$ cat src/common/io_pkg.sv
// ############################
// Output register definitions
// Field widths, bit positions and register index
// ############################

package io_pkg;

    // Output widths
    localparam int unsigned LED_W = 8;  // Board LEDs
    localparam int unsigned AN_W  = 4;  // Digit enables
    localparam int unsigned SEG_W = 8;  // Segment pattern incl. dot

    // Display word layout, same for write and readback
    localparam int unsigned SEG_LSB = 0;  // Bits 7..0
    localparam int unsigned AN_LSB  = 8;  // Bits 11..8

    // Register select on the I/O port
    typedef enum logic {
        IO_LED  = 1'b0,
        IO_DISP = 1'b1
    } io_reg_e;

endpackage : io_pkg

$ cat src/common/io_port_if.sv
// ############################
// Decoder to I/O register port
// Register select, write data and enable, readback
// ############################

interface io_port_if;

    io_pkg::io_reg_e idx;    // Which output register
    logic [31:0]     wdata;  // Store data, fields per io_pkg
    logic            we;     // Write at next rising edge
    logic [31:0]     rdata;  // Readback of selected register

    // Decoder side
    modport ctrl (
        output idx,
        output wdata,
        output we,
        input  rdata
    );

    // Register block side
    modport regs (
        input  idx,
        input  wdata,
        input  we,
        output rdata
    );

endinterface : io_port_if

$ cat src/rtl/io_regs.sv
// ############################
// Memory-mapped output registers
// LED and display registers with readback
// ############################

module io_regs (
    input  logic                     clk,
    input  logic                     arst_n,
    io_port_if.regs                  port,
    output logic [io_pkg::LED_W-1:0] leds,
    output logic [io_pkg::AN_W-1:0]  an,
    output logic [io_pkg::SEG_W-1:0] seg
);

    // ############################
    // Register writes
    // ############################

    always_ff @(posedge clk or negedge arst_n) begin
        if (!arst_n) begin
            leds <= '0;  // Board dark after reset
            an   <= '0;
            seg  <= '0;
        end else if (port.we) begin
            case (port.idx)
                io_pkg::IO_LED: begin
                    leds <= port.wdata[io_pkg::LED_W-1:0];
                end
                io_pkg::IO_DISP: begin
                    // Both display fields from one word
                    seg <= port.wdata[io_pkg::SEG_LSB +: io_pkg::SEG_W];
                    an  <= port.wdata[io_pkg::AN_LSB +: io_pkg::AN_W];
                end
                default: ;
            endcase
        end
    end

    // ############################
    // Readback
    // ############################

    always_comb begin
        port.rdata = '0;  // Upper bits stay zero
        case (port.idx)
            io_pkg::IO_LED: begin
                port.rdata[io_pkg::LED_W-1:0] = leds;
            end
            io_pkg::IO_DISP: begin
                port.rdata[io_pkg::SEG_LSB +: io_pkg::SEG_W] = seg;
                port.rdata[io_pkg::AN_LSB +: io_pkg::AN_W]   = an;
            end
            default: ;
        endcase
    end

endmodule : io_regs

$ cat src/flat_wrapper.sv
// flat-port wrapper written by rule: the top's interface ports become plain ports
module io_regs_flat 
  (clk, arst_n, leds, an, seg, port_idx, port_wdata, port_we, port_rdata);
  io_port_if port_i ();
  input  logic clk;
  input  logic arst_n;
  output logic [io_pkg::LED_W-1:0] leds;
  output logic [io_pkg::AN_W-1:0] an;
  output logic [io_pkg::SEG_W-1:0] seg;
  input wire logic [$bits(port_i.idx)-1:0] port_idx;
  input wire logic [$bits(port_i.wdata)-1:0] port_wdata;
  input wire logic [$bits(port_i.we)-1:0] port_we;
  output wire logic [$bits(port_i.rdata)-1:0] port_rdata;
  assign port_i.idx = port_idx;
  assign port_i.wdata = port_wdata;
  assign port_i.we = port_we;
  assign port_rdata = port_i.rdata;
  io_regs u_core (.clk(clk), .arst_n(arst_n), .port(port_i), .leds(leds), .an(an), .seg(seg));
endmodule
$ cat config.mk
export PLATFORM = sky130hd
export DESIGN_NAME = io_regs_flat
export DESIGN_NICKNAME = d
export VERILOG_FILES = /design/src/common/io_pkg.sv /design/src/common/io_port_if.sv /design/src/rtl/io_regs.sv /design/src/flat_wrapper.sv
export SDC_FILE = /design/constraint.sdc
export NUM_CORES = 1
export LEC_CHECK = 0
export BUFFER_PORTS_ARGS = -buffer_cell sky130_fd_sc_hd__buf_4
export CAP_MARGIN = 20
export CORE_ASPECT_RATIO = 1.2
export CORE_MARGIN = 8
export CORE_UTILIZATION = 38
export CTS_BUF_LIST = sky130_fd_sc_hd__clkbuf_8 sky130_fd_sc_hd__clkbuf_16
export CTS_CLUSTER_DIAMETER = 40
export DETAILED_ROUTE_END_ITERATION = 8
export GPL_TIMING_DRIVEN = 1
export PLACE_DENSITY = 0.84
export SYNTH_ARGS = -nofsm -noshare
export SYNTH_HDL_FRONTEND = slang
export SYNTH_SLANG_ARGS = --single-unit
$ cat constraint.sdc
create_clock -name clk -period 0.8 [get_ports clk]
set_input_delay 0.12 -clock clk [delete_from_list [all_inputs] [get_ports clk]]
set_output_delay 0.12 -clock clk [all_outputs]
set_load 0.03 [all_outputs]
* Yosys cells after proc, flatten, opt, wreduce, memory -nomap -nowiden
Index checks and enable logic that the tools add are counted.
** Storage, ports and cells
- Flip-flop bits (word level) :: 20
- Input bits :: 36
- Logic and storage cells :: 8
** Cells by class
- Muxes and demuxes :: 2
- Bitwise gates (word level) :: 1
- Reduce and logical (&&, ||, !) cells :: 2
** Operators with widths (number)
- case mux 8 bit (2 select lines) :: 1
- two-way mux 4 bit :: 1
- AND reduction 2 bit :: 2
- inverter 1 bit :: 1

* Logic depth before layout (Yosys ltp)
- Word-level depth :: 2
- Gate-level depth with buffers :: 3
- Depth with buffers taken out :: 2

* Least setup slack after synthesis
No wires, ideal clock.
- Kind :: register to output
- From :: register u_core.seg[0] (netlist name)
- To :: output port_rdata[0]
- Arrival time :: 0.865 ns
- Data required time :: 0.680 ns
- Path slack :: -0.185 ns
- Stages on the path, launching flop included :: 2
- Path buffers :: 0
- Cells stage by stage :: dfrtp_1 > mux2_2
** On the way
- Word-level cells in the longest chain between the ends :: 1
** Ends and longest elaborated chain
- start, declared :: RTL line io_regs.sv:12 : output logic [io_pkg::SEG_W-1:0] seg
- start signal, assigned :: RTL line io_regs.sv:31 : seg <= port.wdata[io_pkg::SEG_LSB +: io_pkg::SEG_W];
- case mux 8 bit (2 select lines) :: RTL line io_regs.sv:45 : case (port.idx)
- end, declared :: RTL line flat_wrapper.sv:13 : output wire logic [$bits(port_i.rdata)-1:0] port_rdata;
Every way passes these cells.

* Worst setup path in the final report
- From :: register u_core.leds[5] (netlist name)
- To :: output port_rdata[5]
** On the way
- Word-level cells in the longest chain between the ends :: 1
** Ends and longest elaborated chain
- start, declared :: RTL line io_regs.sv:10 : output logic [io_pkg::LED_W-1:0] leds,
- start signal, assigned :: RTL line io_regs.sv:27 : leds <= port.wdata[io_pkg::LED_W-1:0];
- case mux 8 bit (2 select lines) :: RTL line io_regs.sv:45
Every way passes these cells.

==> reports/metrics.yaml <==
critical_path:
  crit_fanout: 2
  worstSetupEndpointType: "output port"
  critPathArrivalTime_ns: 1.11
  critical_path_class: "flop to output port"
  worstSetupStartpointType: "flop"
  crit_required_ns: 0.68
yosys:
  synth_ff_type: "dfrtp_1"
  synthXorXnorAreaFrac_pct: 0
  avgSynthCellArea_um2: 13.6
  yosys-top-cells-area: "dfrtp_1 47%, mux2_2 19%, buf_4 14%"
  synth_cell_types: 10
  synthSimpleGateAreaFrac_pct: 3.29
  syn_area_um2: 1060
  synth-edff-count: 0
  synth_top_area_share_pct: 47.1
  syn_inst: 78
  netlist.top_cell.by_area: "dfrtp_1"
  synth_fa_ha_area_share_pct: 0
  async_flop_share_pct: 100
  ys_seq_area_share_pct: 47.1
  ys_top_cells_by_count: "20 x buf_4, 20 x dfrtp_1, 18 x mux2_2"
  synth_compound_area_share_pct: 0
  yosys_warnings: 0
  synth.area.mux_share_pct: 33.2
  yosys_register_bits: 20
  synth_top_family_by_area: "multiplexers"
sta:
  max_freq_mhz: 815
  hold_viol: 0
  slew_viol_final: 0
  finClkSkew_ns: 0
  rsz0062_at_grt: "true"
  fin_ws_ns: -0.427
  fin_crit_ns: 1.23
  finalSetupViolCount: 49
  fin_crit_sh_pct: 153
grt:
  antenna_found_initial: 0
  grt_overflow_total: 0
  grt_pass1_vias: 999
  grt_pass1_wl_um: 5460
  track_usage_pct: 14.7
  grt_max_degree: 21
clocking:
  cts_tree: "yes"
  clock-sinks: 20
  path_clk_slew_ns: 0.08
  cts_inserted_buffers: 3
  clockBufferDepth: 2
  htree_levels: 1
  worst_skew_pair.late_latency_ns: 0.26
  root_buffer: "clkbuf_8"
final_layout:
  drive_gt1_share_pct: 85.8
  syn2layout_area_growth_pct: 84.7
  finalNetCount: 192
  antenna_cells: 0
  final_area_um2: 1960
  fillerInstances: 157
power_and_ir_drop:
  powerDensity_nw_per_um2: 2190
  p_total_mw: 4.31
  ir_worst_vdd_uv: 1790
  leakagePower_nw: 0.999
route:
  drt-total-wl_um: 3520
  postRouteAntennaNets: 0
  drc: 0
  drtPass1Iterations: 3
  vias: 850
  avgRoutedWirePerCell_um: 18.6
  viasPerCell: 4.50
  drtIter0Drc: 10
outcome:
  outcome: "finished with violations"
  violations: "negative setup slack"
floorplan:
  core_um2: 2730
  die_h_um: 74.0
  core.rowCount: 21
  dieArea_um2: 4750
  die_width_um: 64.3
  initial_core_util_pct: 38.9
  ios: 88
place:
  place_congestion: 0.662
  dp_worst_setup_slack_ns: -0.239
  io_buffers: 47
  dp_hpwl_um: 2220
  placed_area_um2: 1640
flow_run:
  max-cap-violations: 0
min_path:
  min_path_type: "input port to flop"
-- metrics by stage --
| step | hold slack (ns) | cells | utilization [%] | setup TNS [ns] |
|---|---|---|---|---|
| floorplan | -0.176 | 97 | - | -1.97 |
| finish | 0.0887 | 189 | 71.9 | -11.68 |
| global route | 0.0866 | 189 | 71.9 | -12.90 |
| CTS | 0.0851 | 186 | 69.8 | -11.13 |
| detailed placement | 0.0186 | 178 | 60.2 | -5.09 |
| global placement | 0.00804 | 178 | 60.2 | -4.70 |
-- flip-flops by register name (all words and copies together) (netlist names) --
| register | cells |
|---|---|
| u_core.leds | 8 |
| u_core.seg | 8 |
| u_core.an | 4 |
-- critical path: stages, from the launching register on --
cell     delay (ns)
dfrtp_2        0.43
mux2_4         0.28
buf_6          0.14
-- cell families (layout without fill, tap and decap cells) --
logic type / Yosys count / in the layout
buffers and inverters: 23 / 81
DFF: 20 / 20
muxes: 28 / 28
other: 1 / 20
and+or+nand+nor: 6 / 6
-- cell type report --
type	instances	area [µm²]	share of cell area (%)
sequential	20	526	26.8
clock buffer	4	55.1	2.80
multi-input combinational	54	528	26.9
timing repair buffer	77	813	41.4
tap	34	42.5	2.17
-- placed cells by master (no fill, tap or decap), drive strengths merged --
master,netlist,layout
dfrtp,20,20
nand2,1,1
mux2,28,28
dlygate4sd3,0,1
and2,4,4
buf,23,76
nor2b,1,1
clkbuf,0,4
conb,1,20
-- path summary, 6_finish.rpt --
kind | from | end | slack [ns] | cells after the start
min | port_wdata[9] | u_core.an[1] | 0.09 | 2
min reg2reg | u_core.an[0] | u_core.an[0] | 0.56 | 1
max | u_core.leds[5] | port_rdata[5] | -0.43 | 2
min in group asynchronous | arst_n | u_core.leds[0] | 0.30 | 2
max reg2reg | u_core.leds[1] | u_core.leds[1] | -0.25 | 3
max in group asynchronous | arst_n | u_core.an[1] | 0.27 | 2
-- report_power, final --
group / switching, mW / internal, mW / total [mW]
Combinational: 1.06 / 1.15 / 2.21
Sequential: 0.132 / 1.19 / 1.32
Clock: 0.339 / 0.438 / 0.777
-- layer usage --
layer  wire, µm  part of all wire, %  vias to the layer above  GRT usage [%]
li1           -                    -                      375              -
met1       1310                   37                      417           16.1
met2       1750                   50                       52           24.1
met3        405                   12                        6           7.68
met4         50                  1.4                        0           4.37
met5          0                    0                        -              0
-- what timing repair did --
action | in CTS | in global routing
hold buffers | 1 | 0
buffers inserted | 4 | 16
pin swaps | 2 | 1
gates resized for setup | 47 | 21
endpoints found under the setup margin | 48 | 52
endpoints found under the hold margin | 20 | 0
Note: power is estimated with default switching activity, not from simulation.
