<file path="src/common/mem_map_pkg.sv">
// ############################
// Data memory address map
// RAM window, I/O register addresses and the decoded region type
// ############################

package mem_map_pkg;

    // ############################
    // Address map
    // ############################

    // LED register, one full word at an odd byte address
    localparam logic [31:0] LED_ADDR  = 32'h4000_0003;

    // Display register, digit enables and segments
    localparam logic [31:0] DISP_ADDR = 32'h4000_0100;

    // Default RAM depth in 32-bit words
    localparam int unsigned MEM_WORDS_DEFAULT = 512;

    // ############################
    // Decoded region
    // ############################

    // Target of a single access
    // RAM wins over I/O when both would match
    typedef enum logic [1:0] {
        REGION_RAM  = 2'd0,  // Word index below MEM_WORDS
        REGION_IO   = 2'd1,  // LED_ADDR or DISP_ADDR exactly
        REGION_NONE = 2'd2   // Unmapped, writes dropped, reads zero
    } region_e;

endpackage : mem_map_pkg

</file>
<file path="src/common/io_pkg.sv">
// ############################
// Output register definitions
// Field widths, bit positions and register index
// ############################

package io_pkg;

    // Output widths
    localparam int unsigned LED_W = 8;  // Board LEDs
    localparam int unsigned AN_W  = 4;  // Digit enables
    localparam int unsigned SEG_W = 8;  // Segment pattern incl. dot

    // Display word layout, same for write and readback
    localparam int unsigned SEG_LSB = 0;  // Bits 7..0
    localparam int unsigned AN_LSB  = 8;  // Bits 11..8

    // Register select on the I/O port
    typedef enum logic {
        IO_LED  = 1'b0,
        IO_DISP = 1'b1
    } io_reg_e;

endpackage : io_pkg

</file>
<file path="src/common/ram_port_if.sv">
// ############################
// Decoder to data RAM port
// Word index, write data and enable, read data back
// ############################

interface ram_port_if #(
    parameter int unsigned MEM_WORDS = mem_map_pkg::MEM_WORDS_DEFAULT
);

    // Index width from depth, at least one bit
    localparam int unsigned IDX_W = (MEM_WORDS > 1) ? $clog2(MEM_WORDS) : 1;

    logic [IDX_W-1:0] idx;    // Word index
    logic [31:0]      wdata;  // Store data
    logic             we;     // Write at next rising edge
    logic [31:0]      rdata;  // Combinational read at idx

    // Decoder side
    modport ctrl (
        output idx,
        output wdata,
        output we,
        input  rdata
    );

    // RAM side
    modport mem (
        input  idx,
        input  wdata,
        input  we,
        output rdata
    );

endinterface : ram_port_if

</file>
<file path="src/common/io_port_if.sv">
// ############################
// Decoder to I/O register port
// Register select, write data and enable, readback
// ############################

interface io_port_if;

    io_pkg::io_reg_e idx;    // Which output register
    logic [31:0]     wdata;  // Store data, fields per io_pkg
    logic            we;     // Write at next rising edge
    logic [31:0]     rdata;  // Readback of selected register

    // Decoder side
    modport ctrl (
        output idx,
        output wdata,
        output we,
        input  rdata
    );

    // Register block side
    modport regs (
        input  idx,
        input  wdata,
        input  we,
        output rdata
    );

endinterface : io_port_if

</file>
<file path="src/rtl/dmem_decode.sv">
// ############################
// Data memory address decoder
// Classifies each access, steers write strobes
// and selects the read data by region
// ############################

module dmem_decode #(
    parameter int unsigned MEM_WORDS = mem_map_pkg::MEM_WORDS_DEFAULT
) (
    input  logic [31:0] addr,
    input  logic [31:0] wdata,
    input  logic        read,
    input  logic        write,
    output logic [31:0] rdata,
    ram_port_if.ctrl    ram,
    io_port_if.ctrl     io
);

    // RAM index width, same rule as ram_port_if
    localparam int unsigned IDX_W = (MEM_WORDS > 1) ? $clog2(MEM_WORDS) : 1;

    // Word count as a 32-bit compare limit
    localparam logic [31:0] RAM_LIMIT = 32'(MEM_WORDS);

    mem_map_pkg::region_e region;  // Decoded once, used everywhere below
    logic                 is_disp; // Exact match on display address

    // ############################
    // Region decode
    // ############################

    assign is_disp = (addr == mem_map_pkg::DISP_ADDR);

    always_comb begin
        if ({2'b00, addr[31:2]} < RAM_LIMIT) begin
            region = mem_map_pkg::REGION_RAM;   // Byte offset ignored
        end else if ((addr == mem_map_pkg::LED_ADDR) || is_disp) begin
            region = mem_map_pkg::REGION_IO;
        end else begin
            region = mem_map_pkg::REGION_NONE;
        end
    end

    // ############################
    // Write steering
    // ############################

    // RAM side
    assign ram.idx   = addr[IDX_W+1:2];
    assign ram.wdata = wdata;
    assign ram.we    = write && (region == mem_map_pkg::REGION_RAM);

    // I/O side, select only meaningful inside the I/O region
    always_comb begin
        io.idx = io_pkg::IO_LED;
        if (region == mem_map_pkg::REGION_IO && is_disp) begin
            io.idx = io_pkg::IO_DISP;
        end
    end

    assign io.wdata = wdata;
    assign io.we    = write && (region == mem_map_pkg::REGION_IO);

    // ############################
    // Read mux
    // ############################

    always_comb begin
        rdata = '0;  // Idle bus and unmapped reads
        if (read) begin
            case (region)
                mem_map_pkg::REGION_RAM: rdata = ram.rdata;
                mem_map_pkg::REGION_IO:  rdata = io.rdata;
                default:                 rdata = '0;
            endcase
        end
    end

endmodule : dmem_decode

</file>
<file path="src/flat_wrapper.sv">
// flat-port wrapper written by rule: the top's interface ports become plain ports
module dmem_decode_flat 
#(
    parameter int unsigned MEM_WORDS = mem_map_pkg::MEM_WORDS_DEFAULT
)
  (addr, wdata, read, write, rdata, ram_idx, ram_wdata, ram_we, ram_rdata, io_idx, io_wdata, io_we, io_rdata);
  ram_port_if #(.MEM_WORDS(MEM_WORDS)) ram_i ();
  io_port_if io_i ();
  input  logic [31:0] addr;
  input  logic [31:0] wdata;
  input  logic read;
  input  logic write;
  output logic [31:0] rdata;
  output wire logic [$bits(ram_i.idx)-1:0] ram_idx;
  output wire logic [$bits(ram_i.wdata)-1:0] ram_wdata;
  output wire logic [$bits(ram_i.we)-1:0] ram_we;
  input wire logic [$bits(ram_i.rdata)-1:0] ram_rdata;
  output wire logic [$bits(io_i.idx)-1:0] io_idx;
  output wire logic [$bits(io_i.wdata)-1:0] io_wdata;
  output wire logic [$bits(io_i.we)-1:0] io_we;
  input wire logic [$bits(io_i.rdata)-1:0] io_rdata;
  assign ram_idx = ram_i.idx;
  assign ram_wdata = ram_i.wdata;
  assign ram_we = ram_i.we;
  assign ram_i.rdata = ram_rdata;
  assign io_idx = io_i.idx;
  assign io_wdata = io_i.wdata;
  assign io_we = io_i.we;
  assign io_i.rdata = io_rdata;
  dmem_decode #(.MEM_WORDS(MEM_WORDS)) u_core (.addr(addr), .wdata(wdata), .read(read), .write(write), .rdata(rdata), .ram(ram_i), .io(io_i));
endmodule
</file>
<file path="config.mk">
export PLATFORM = sky130hd
export DESIGN_NAME = dmem_decode_flat
export DESIGN_NICKNAME = d
export VERILOG_FILES = /design/src/common/mem_map_pkg.sv /design/src/common/io_pkg.sv /design/src/common/ram_port_if.sv /design/src/common/io_port_if.sv /design/src/rtl/dmem_decode.sv /design/src/flat_wrapper.sv
export SDC_FILE = /design/constraint.sdc
export NUM_CORES = 1
export LEC_CHECK = 0
export ABC_CLOCK_PERIOD_IN_PS = 1500
export BUFFER_PORTS_ARGS = -buffer_cell sky130_fd_sc_hd__buf_2
export CAP_MARGIN = 25
export CORE_AREA = 2 2 93 95
export DETAILED_ROUTE_END_ITERATION = 7
export DIE_AREA = 0 0 95 97
export SYNTH_ARGS = -nofsm -noshare
export SYNTH_HDL_FRONTEND = slang
export SYNTH_SLANG_ARGS = --single-unit
</file>
<file path="constraint.sdc">
create_clock -name vclk -period 1.5
set_clock_uncertainty 0.15 [all_clocks]
set_input_delay 0.075 -clock vclk [all_inputs]
set_output_delay 0.075 -clock vclk [all_outputs]
set_load 0.005 [all_outputs]
</file>
Word level (Yosys, flattened, before mapping)
Index checks and enable logic that the tools add are counted.
Word-level totals
  input bits: 130
  memory bits (read-only): 0
  flip-flop bits (word level): 0
  RAM bits: 0
  logic and storage cells: 14
  output and inout port bits: 108
  latch bits: 0
  memories: 0
Cells by class
  muxes and demuxes: 5
  equal/unequal tests: 3
  shifts and indexed selects: 0
  multiply operators: 0
  $lt $le $gt $ge: 1
  reductions and logical operators: 5
  add/subtract/negate cells: 0
  bitwise logic cells: 0
  div/mod/pow operators: 0
Operators by type and width (count)
  32-bit by 31-bit == test with 1-bit output, second input constant: 2
  32-bit one-hot mux with 2 select lines: 1
  32-bit two-way mux: 1
  30-bit by 10-bit < comparator with 1-bit output, second input constant: 1
  2-bit two-way mux: 2
  1-bit logical AND: 3
  2-bit by 1-bit == test with 1-bit output, second input constant: 1
  2-bit logical NOT: 1
  1-bit logical OR: 1
  1-bit two-way mux: 1

Logic depth before layout (Yosys ltp)
Gate-level depths: netlist of the first run.
  word-level depth: 7
  depth in mapped cells: 5
  mapped depth without buffers: 4

Worst setup path before layout of the first run
No wires, ideal clock.
  kind: input to output
  from: input addr[27]
  to: output rdata[10]
  path buffers: 1
  data required time: 1.275 ns
  arrival time: 1.203 ns
  slack: 0.072 ns
  cell stages on the path: 5
  cell sequence: nor4_2 > nand4_1 > nor3_4 > buf_6 > a32o_1
On the way
  word-level cells in the longest chain between the ends: 7
  elaborated cells on any way between the ends: 10
  classes of those cells: order compare: 1; eq/ne: 3; mux: 4; reduce/logical: 2
Ends and longest elaborated chain
  start: declaration: RTL line flat_wrapper.sv:9  | input logic [31:0] addr;
  parallel branches: the longest is 3 deep, another holds 30-bit by 10-bit < comparator with 1-bit output
  2-bit two-way mux (*): RTL line dmem_decode.sv:35  | if ({2'b00, addr[31:2]} < RAM_LIMIT) begin
  2-bit by 1-bit == test with 1-bit output / 2-bit logical NOT (equally long branches): RTL line dmem_decode.sv:71  | case (region)
  32-bit one-hot mux with 2 select lines (*): RTL line dmem_decode.sv:71
  32-bit two-way mux (*): RTL line dmem_decode.sv:70  | if (read) begin
  end: declaration: RTL line flat_wrapper.sv:13  | output logic [31:0] rdata;
Mark *: on every way between the ends.

Worst setup path in the final report of the first run
  from: input addr[25]
  to: output rdata[20]
Same word-level chain as after synthesis.

==> results of run 1 <==
metal layers:
layer  track usage  routed length [um]  vias up
met4       0.03344                 164        0
met2        0.1920                2608       92
met5             0                   0        -
met3       0.01791                 488       27
met1       0.09279                1768      634
li1              -                   -      704
logic make-up after synthesis:
family          Yosys count
buf+inv                  87
simple gates             52
compound gates           33
synth_stat cells:
cell type | n | area (um2)
and3_1 | 1 | 6.260
nor3_4 | 1 | 16.27
nor2_1 | 3 | 11.26
nand2_1 | 3 | 11.26
inv_1 | 2 | 7.510
nor4_1 | 5 | 31.28
a32o_2 | 1 | 11.26
nor4_2 | 3 | 37.54
nand4_1 | 1 | 6.260
nand3_1 | 2 | 10.01
buf_4 | 73 | 548.0
a32o_1 | 31 | 310.3
buf_6 | 6 | 67.56
clkbuf_1 | 6 | 22.52
o21ai_1 | 1 | 5.000
and2_1 | 32 | 200.2
nor4_4 | 1 | 21.27
area by class of cell:
class / instances / area share
repair buffers: 159 / 0.5178
inverters: 2 / 0.004035
multi-input cells: 85 / 0.4075
well taps: 105 / 0.07061
through the flow:
step	utilization	hold slack (ns)	TNS [ns]	instance area, um2
2_1_floorplan	-	0.03544	0	1324
3_3_place_gp	0.1975	0.00005116	-8.494	1607
3_5_place_dp	0.1975	0.00005116	-9.104	1607
4_1_cts	0.2130	0.00005116	-6.344	1733
5_1_grt	0.2287	0.00001212	-10.56	1861
6_report	0.2287	0.000001200	-7.740	1861
cell usage in the layout, fill, tap and decap left out, types with 2 or more instances in the layout:
cell type,instances
buf_12,2
a32o_1,31
nand2_1,2
nor4_2,2
and2_1,32
nor2_1,3
buf_4,7
clkbuf_16,2
buf_2,137
buf_8,3
buf_6,8
nor4_4,6
inv_1,2
power groups by stage:
stage	combinational [W]	clock, W	sequential (W)
CTS	0.000252	0	0
finish	0.000256	0	0
global placement	0.000226	0	0
global route	0.000286	0	0
detailed placement	0.000232	0	0
floorplan	0.000221	0	0
repair_timing:
action,4_1_cts,5_1_grt
gates cloned,1,3
gates resized for setup,22,10
pin swaps,4,13
buffers inserted,1,2
setup endpoints to repair,33,34
worst min-delay path by stage:
stage	startpoint	endpoint	slack, ns	depth (start not counted)
CTS	wdata[24]	io_wdata[24]	0.00005	0
global route	wdata[3]	ram_wdata[3]	0.00001	0
finish	wdata[9]	io_wdata[9]	0.000001	0
floorplan	addr[30]	ram_we	0.04	1
detailed placement	wdata[24]	io_wdata[24]	0.00005	0
global placement	wdata[24]	io_wdata[24]	0.00005	0
==> results by group, run 1 <==
Layout
  – Area grow syn2layout: 40.55%
  – Storage cell area: 0 um2
  – # nets final: ~380
  – Area occupied by multi-input gates: roughly 760 um2
  – Share of cells above drive strength 1: 0.6992
  – # diodes: 0
  – Fin cells: approximately 350
  – Seq cells: 0
  – Fill cells: 930
  – Clkbuf count: 0

Synthesis
  – Mean post-synth cell area: 7.696 um2
  – Mux cell area share after synthesis: 0
  – Syn_nets: around 300
  – Synth Area in Compound Gates: 0.2467
  – Post-Synth Simple-Gate Area: 0.2656
  – Distinct cell type count of the synthesized netlist: 17
  – Register area share after synthesis: 0
  – Mapped cell area: 1324 um2
  – Synth Instances: 172
  – Largest family of logic cells by synthesized area: buffers and inverters
  – Synthesis warning total: 0
  – Adder-cell share of the synthesized area: 0
  – Post-Synth XOR/XNOR Area: 0

Timing
  – Max-slew violation count: 0
  – Final worst slack: -0.2548 ns
  – Unrepaired setup endpoints after global routing: true
  – Final min period: 1.755 ns
  – Final worst-path cycle share: 1.170
  – Max Fclk: 569.9 MHz
  – Relative slew slack: 0.8248
  – Final hold vios: 0
  – Worst-Margin Slew: 0.2609 ns
  – Final setup fails: 33

GRT
  – Initial antenna violation count: 0
  – Vias in the first global route: ~1.5k
  – GR Overflow Total: 0
  – First-pass GRT wire length: between 7000 and 8000 um
  – GRT Util Overall: 0.09548
  – Largest net degree at the start of global routing: 33

Critical path
  – CP delay by family, top: simple AND/OR/NAND/NOR gates
  – Kind of end point of the critical path: primary output
  – Cells along the critical path: buf_6 -> nor4_4 -> nand4_1 -> nor3_4 -> buf_12 -> clkbuf_16 -> a32o_1 -> buf_2
  – Crit-path slowest cell: nor4_4
  – Req. time, crit path: ~1.3 ns
  – CP max FO: 10
  – CP Capture Point: rdata[20]
  – Worst setup SP type: input port
  – Slowest Stage Delay on Critical Path: slightly above 0.3 ns
  – WP buf/inv: 4
  – Number of cells on the critical path: 8
  – Crit path DAT: between 1.5 and 2 ns
  – WS Path Type: in -> out
  – Crit. Startpoint: addr[25]

Place
  – Pre-CTS WS: -0.3375 ns
  – IO buf count: about 140
  – Placed Cells: 344
  – RD Place Congestion: just over 0.7
  – HPWL Detailed: about 3800 um

Power and ir drop
  – Power per standard cell area: approximately 140 nW/um2
  – Logic pwr share: 1.000
  – VDD IR max: 0.00005087 V
  – P_sw: about 0.00011 W
  – Clock power share: 0
  – Tot Pwr: around 0.00026 W
  – Sw frac: 0.4358
  – Leak: 0.9547 nW
  – Int Power: roughly 0.00014 W
  – Sequential share of power: 0

Run status
  – Failing checks: negative setup slack
  – Status: finished, violations left

Floorplanning
  – Die Ht: between 90 and 100 um
  – Core area: around 8100 um2
  – Ports: about 240
  – Cell Rows: 33
  – Die area: slightly above 9000 um2
  – Die Span X: 95 um
  – Starting density of the core: 0.1627

Clock network
  – CTS Hold Bufs: 0

Route
  – Via/cell ratio: between 4 and 5
  – WL/cell: between 10 and 15 um
  – DR DRC count: 0
  – Vias: roughly 1.5k
  – Total wire length: slightly above 5000 um
  – DR pass1 iterations: 4
  – DRT antenna net count: 0
  – Number of DRC markers in iteration 0: 21

Run
  – Max-cap violations: 0

Min path
  – Worst hold path type: in -> out
(Power assumes the default switching activity.)
==> inputs of run 2 (changes only) <==
--- a/config.mk
+++ b/config.mk
@@ -5,12 +5,13 @@
 export SDC_FILE = /design/constraint.sdc
 export NUM_CORES = 1
 export LEC_CHECK = 0
-export ABC_CLOCK_PERIOD_IN_PS = 1500
+export ABC_CLOCK_PERIOD_IN_PS = 1800
 export BUFFER_PORTS_ARGS = -buffer_cell sky130_fd_sc_hd__buf_2
 export CAP_MARGIN = 25
 export CORE_AREA = 2 2 93 95
 export DETAILED_ROUTE_END_ITERATION = 7
 export DIE_AREA = 0 0 95 97
+export SLEW_MARGIN = 20
 export SYNTH_ARGS = -nofsm -noshare
 export SYNTH_HDL_FRONTEND = slang
 export SYNTH_SLANG_ARGS = --single-unit
==> constraint.sdc (replaced) <==
create_clock -name vclk -period 1.8
set_clock_uncertainty 0.15 [all_clocks]
set_input_delay 0.09 -clock vclk [all_inputs]
set_output_delay 0.09 -clock vclk [all_outputs]
set_load 0.005 [all_outputs]
==> run 2 against run 1 <==
Compared with the run above: the run now ends clean; wire length fell by 0.56%; flip-flop and latch count stayed put; via count up 0.34%; critical endpoint is now rdata[6]; largest power group unchanged; highest routed layer unchanged.
==> results by group, run 2 (synthesis gave the netlist of run 1 again) <==
Critical path
  – Req. time, crit path: about 1.6 ns
  – Kind of end point of the critical path: primary output
  – Crit-path slowest cell: nor4_4
  – Slowest Stage Delay on Critical Path: ~0.30 ns
  – Crit path DAT: 1.52 ns
  – Cells along the critical path: buf_2 -> nor4_4 -> nand3_2 -> nor4_4 -> buf_6 -> buf_8 -> a32o_1 -> buf_2
  – WP buf/inv: 4
  – WS Path Type: in -> out
  – CP max FO: 7
  – Worst setup SP type: input port
  – CP delay by family, top: simple AND/OR/NAND/NOR gates

Layout
  – Storage cell area: 0 um2
  – Most common library cell in the layout ignoring fill and taps: buf_2
  – Most frequent cells in the layout: buf_2 (137), and2_1 (32), a32o_1 (29), buf_6 (7)
  – Fin cells: approximately 350
  – Area grow syn2layout: 34.88%
  – # nets final: around 370
  – Seq cells: 0
  – Clkbuf count: 0
  – Share of cells above drive strength 1: 0.6958
  – # diodes: 0

Timing
  – Unrepaired setup endpoints after global routing: true
  – Final min period: roughly 1.8 ns
  – Final setup fails: 0
  – Final worst-path cycle share: 0.9778
  – Worst-Margin Slew: about 0.65 ns
  – Max-slew violation count: 0
  – Max Fclk: ~570 MHz
  – Final hold vios: 0
  – Relative slew slack: 0.5651

Route
  – DR pass1 iterations: 4
  – Total wire length: approximately 5000 um
  – Via/cell ratio: 4.238
  – DR DRC count: 0
  – Number of DRC markers in iteration 0: 32
  – DRT antenna net count: 0
  – WL/cell: ~14 um
  – Vias: 1462

GRT
  – GRT Util Overall: 0.08740
  – GR Overflow Total: 0
  – Largest net degree at the start of global routing: 33
  – First-pass GRT wire length: 6589 um
  – Vias in the first global route: 1353
  – Initial antenna violation count: 0

Floorplanning
  – Cell Rows: 33
  – Die Ht: between 90 and 100 um
  – Core area: between 8000 and 9000 um2
  – Die area: ~9200 um2
  – Starting density of the core: 0.1627
  – Ports: about 240
  – Die Span X: 95 um

Place
  – RD Place Congestion: around 0.72
  – HPWL Detailed: 3823 um
  – Placed Cells: 340
  – IO buf count: 142

Power and ir drop
  – Leak: between 0.9 and 1 nW
  – VDD IR max: ~0.000041 V
  – Power per standard cell area: ~120 nW/um2
  – Tot Pwr: approximately 0.00021 W

Min path
  – Worst hold path type: in -> out

Clock network
  – CTS Hold Bufs: 0

Run
  – Max-cap violations: 0

Run status
  – Status: completed
-- run 2: power breakdown --
group / switching, W / internal [W] / total, W
Clock: 0 / 0 / 0
Combinational: 0.0000912 / 0.000120 / 0.000211
Sequential: 0 / 0 / 0
-- run 2: final timing paths --
check / end / from / depth (start not counted)
worst max-delay path: rdata[6] / addr[25] / 8
worst min-delay path: ram_wdata[14] / wdata[14] / 0
-- run 2: stage by stage --
| stage | worst slack (ns) | hold WS [ns] | util | setup TNS [ns] | cell area, um2 |
|---|---|---|---|---|---|
| finish | 0.03997 | 0.03000 | 0.2195 | 0 | 1785 |
| global route | -0.08154 | 0.03001 | 0.2195 | -1.949 | 1785 |
| CTS | 0.0006860 | 0.03005 | 0.1963 | 0 | 1597 |
| detailed placement | -0.05849 | 0.03005 | 0.1954 | -0.2296 | 1589 |
| global placement | -0.02506 | 0.03005 | 0.1954 | -0.03981 | 1589 |
| floorplan | 0.3420 | 0.06544 | - | 0 | 1324 |
-- run 2: what timing repair did --
item,4_1_cts,5_1_grt
resized for setup,2,25
pin swaps,0,10
endpoints found under the setup margin,15,33
gates cloned,0,3
buffers inserted,0,2
-- run 2: per-layer routing --
| layer | wire, um | GRT usage | vias up |
|---|---|---|---|
| met5 | 0 | 0 | - |
| met4 | 164 | 0.03567 | 0 |
| met3 | 491 | 0.01558 | 27 |
| met2 | 2540 | 0.1653 | 96 |
| met1 | 1806 | 0.09237 | 649 |
| li1 | - | - | 690 |
-- run 2: area by class of cell --
cell class / instances / area [um2]
Fill cell: 922 / 6349
Inverter: 2 / 7.507
Multi-Input combinational cell: 85 / 737.0
Tap cell: 105 / 131.4
Timing Repair Buffer: 153 / 909.6
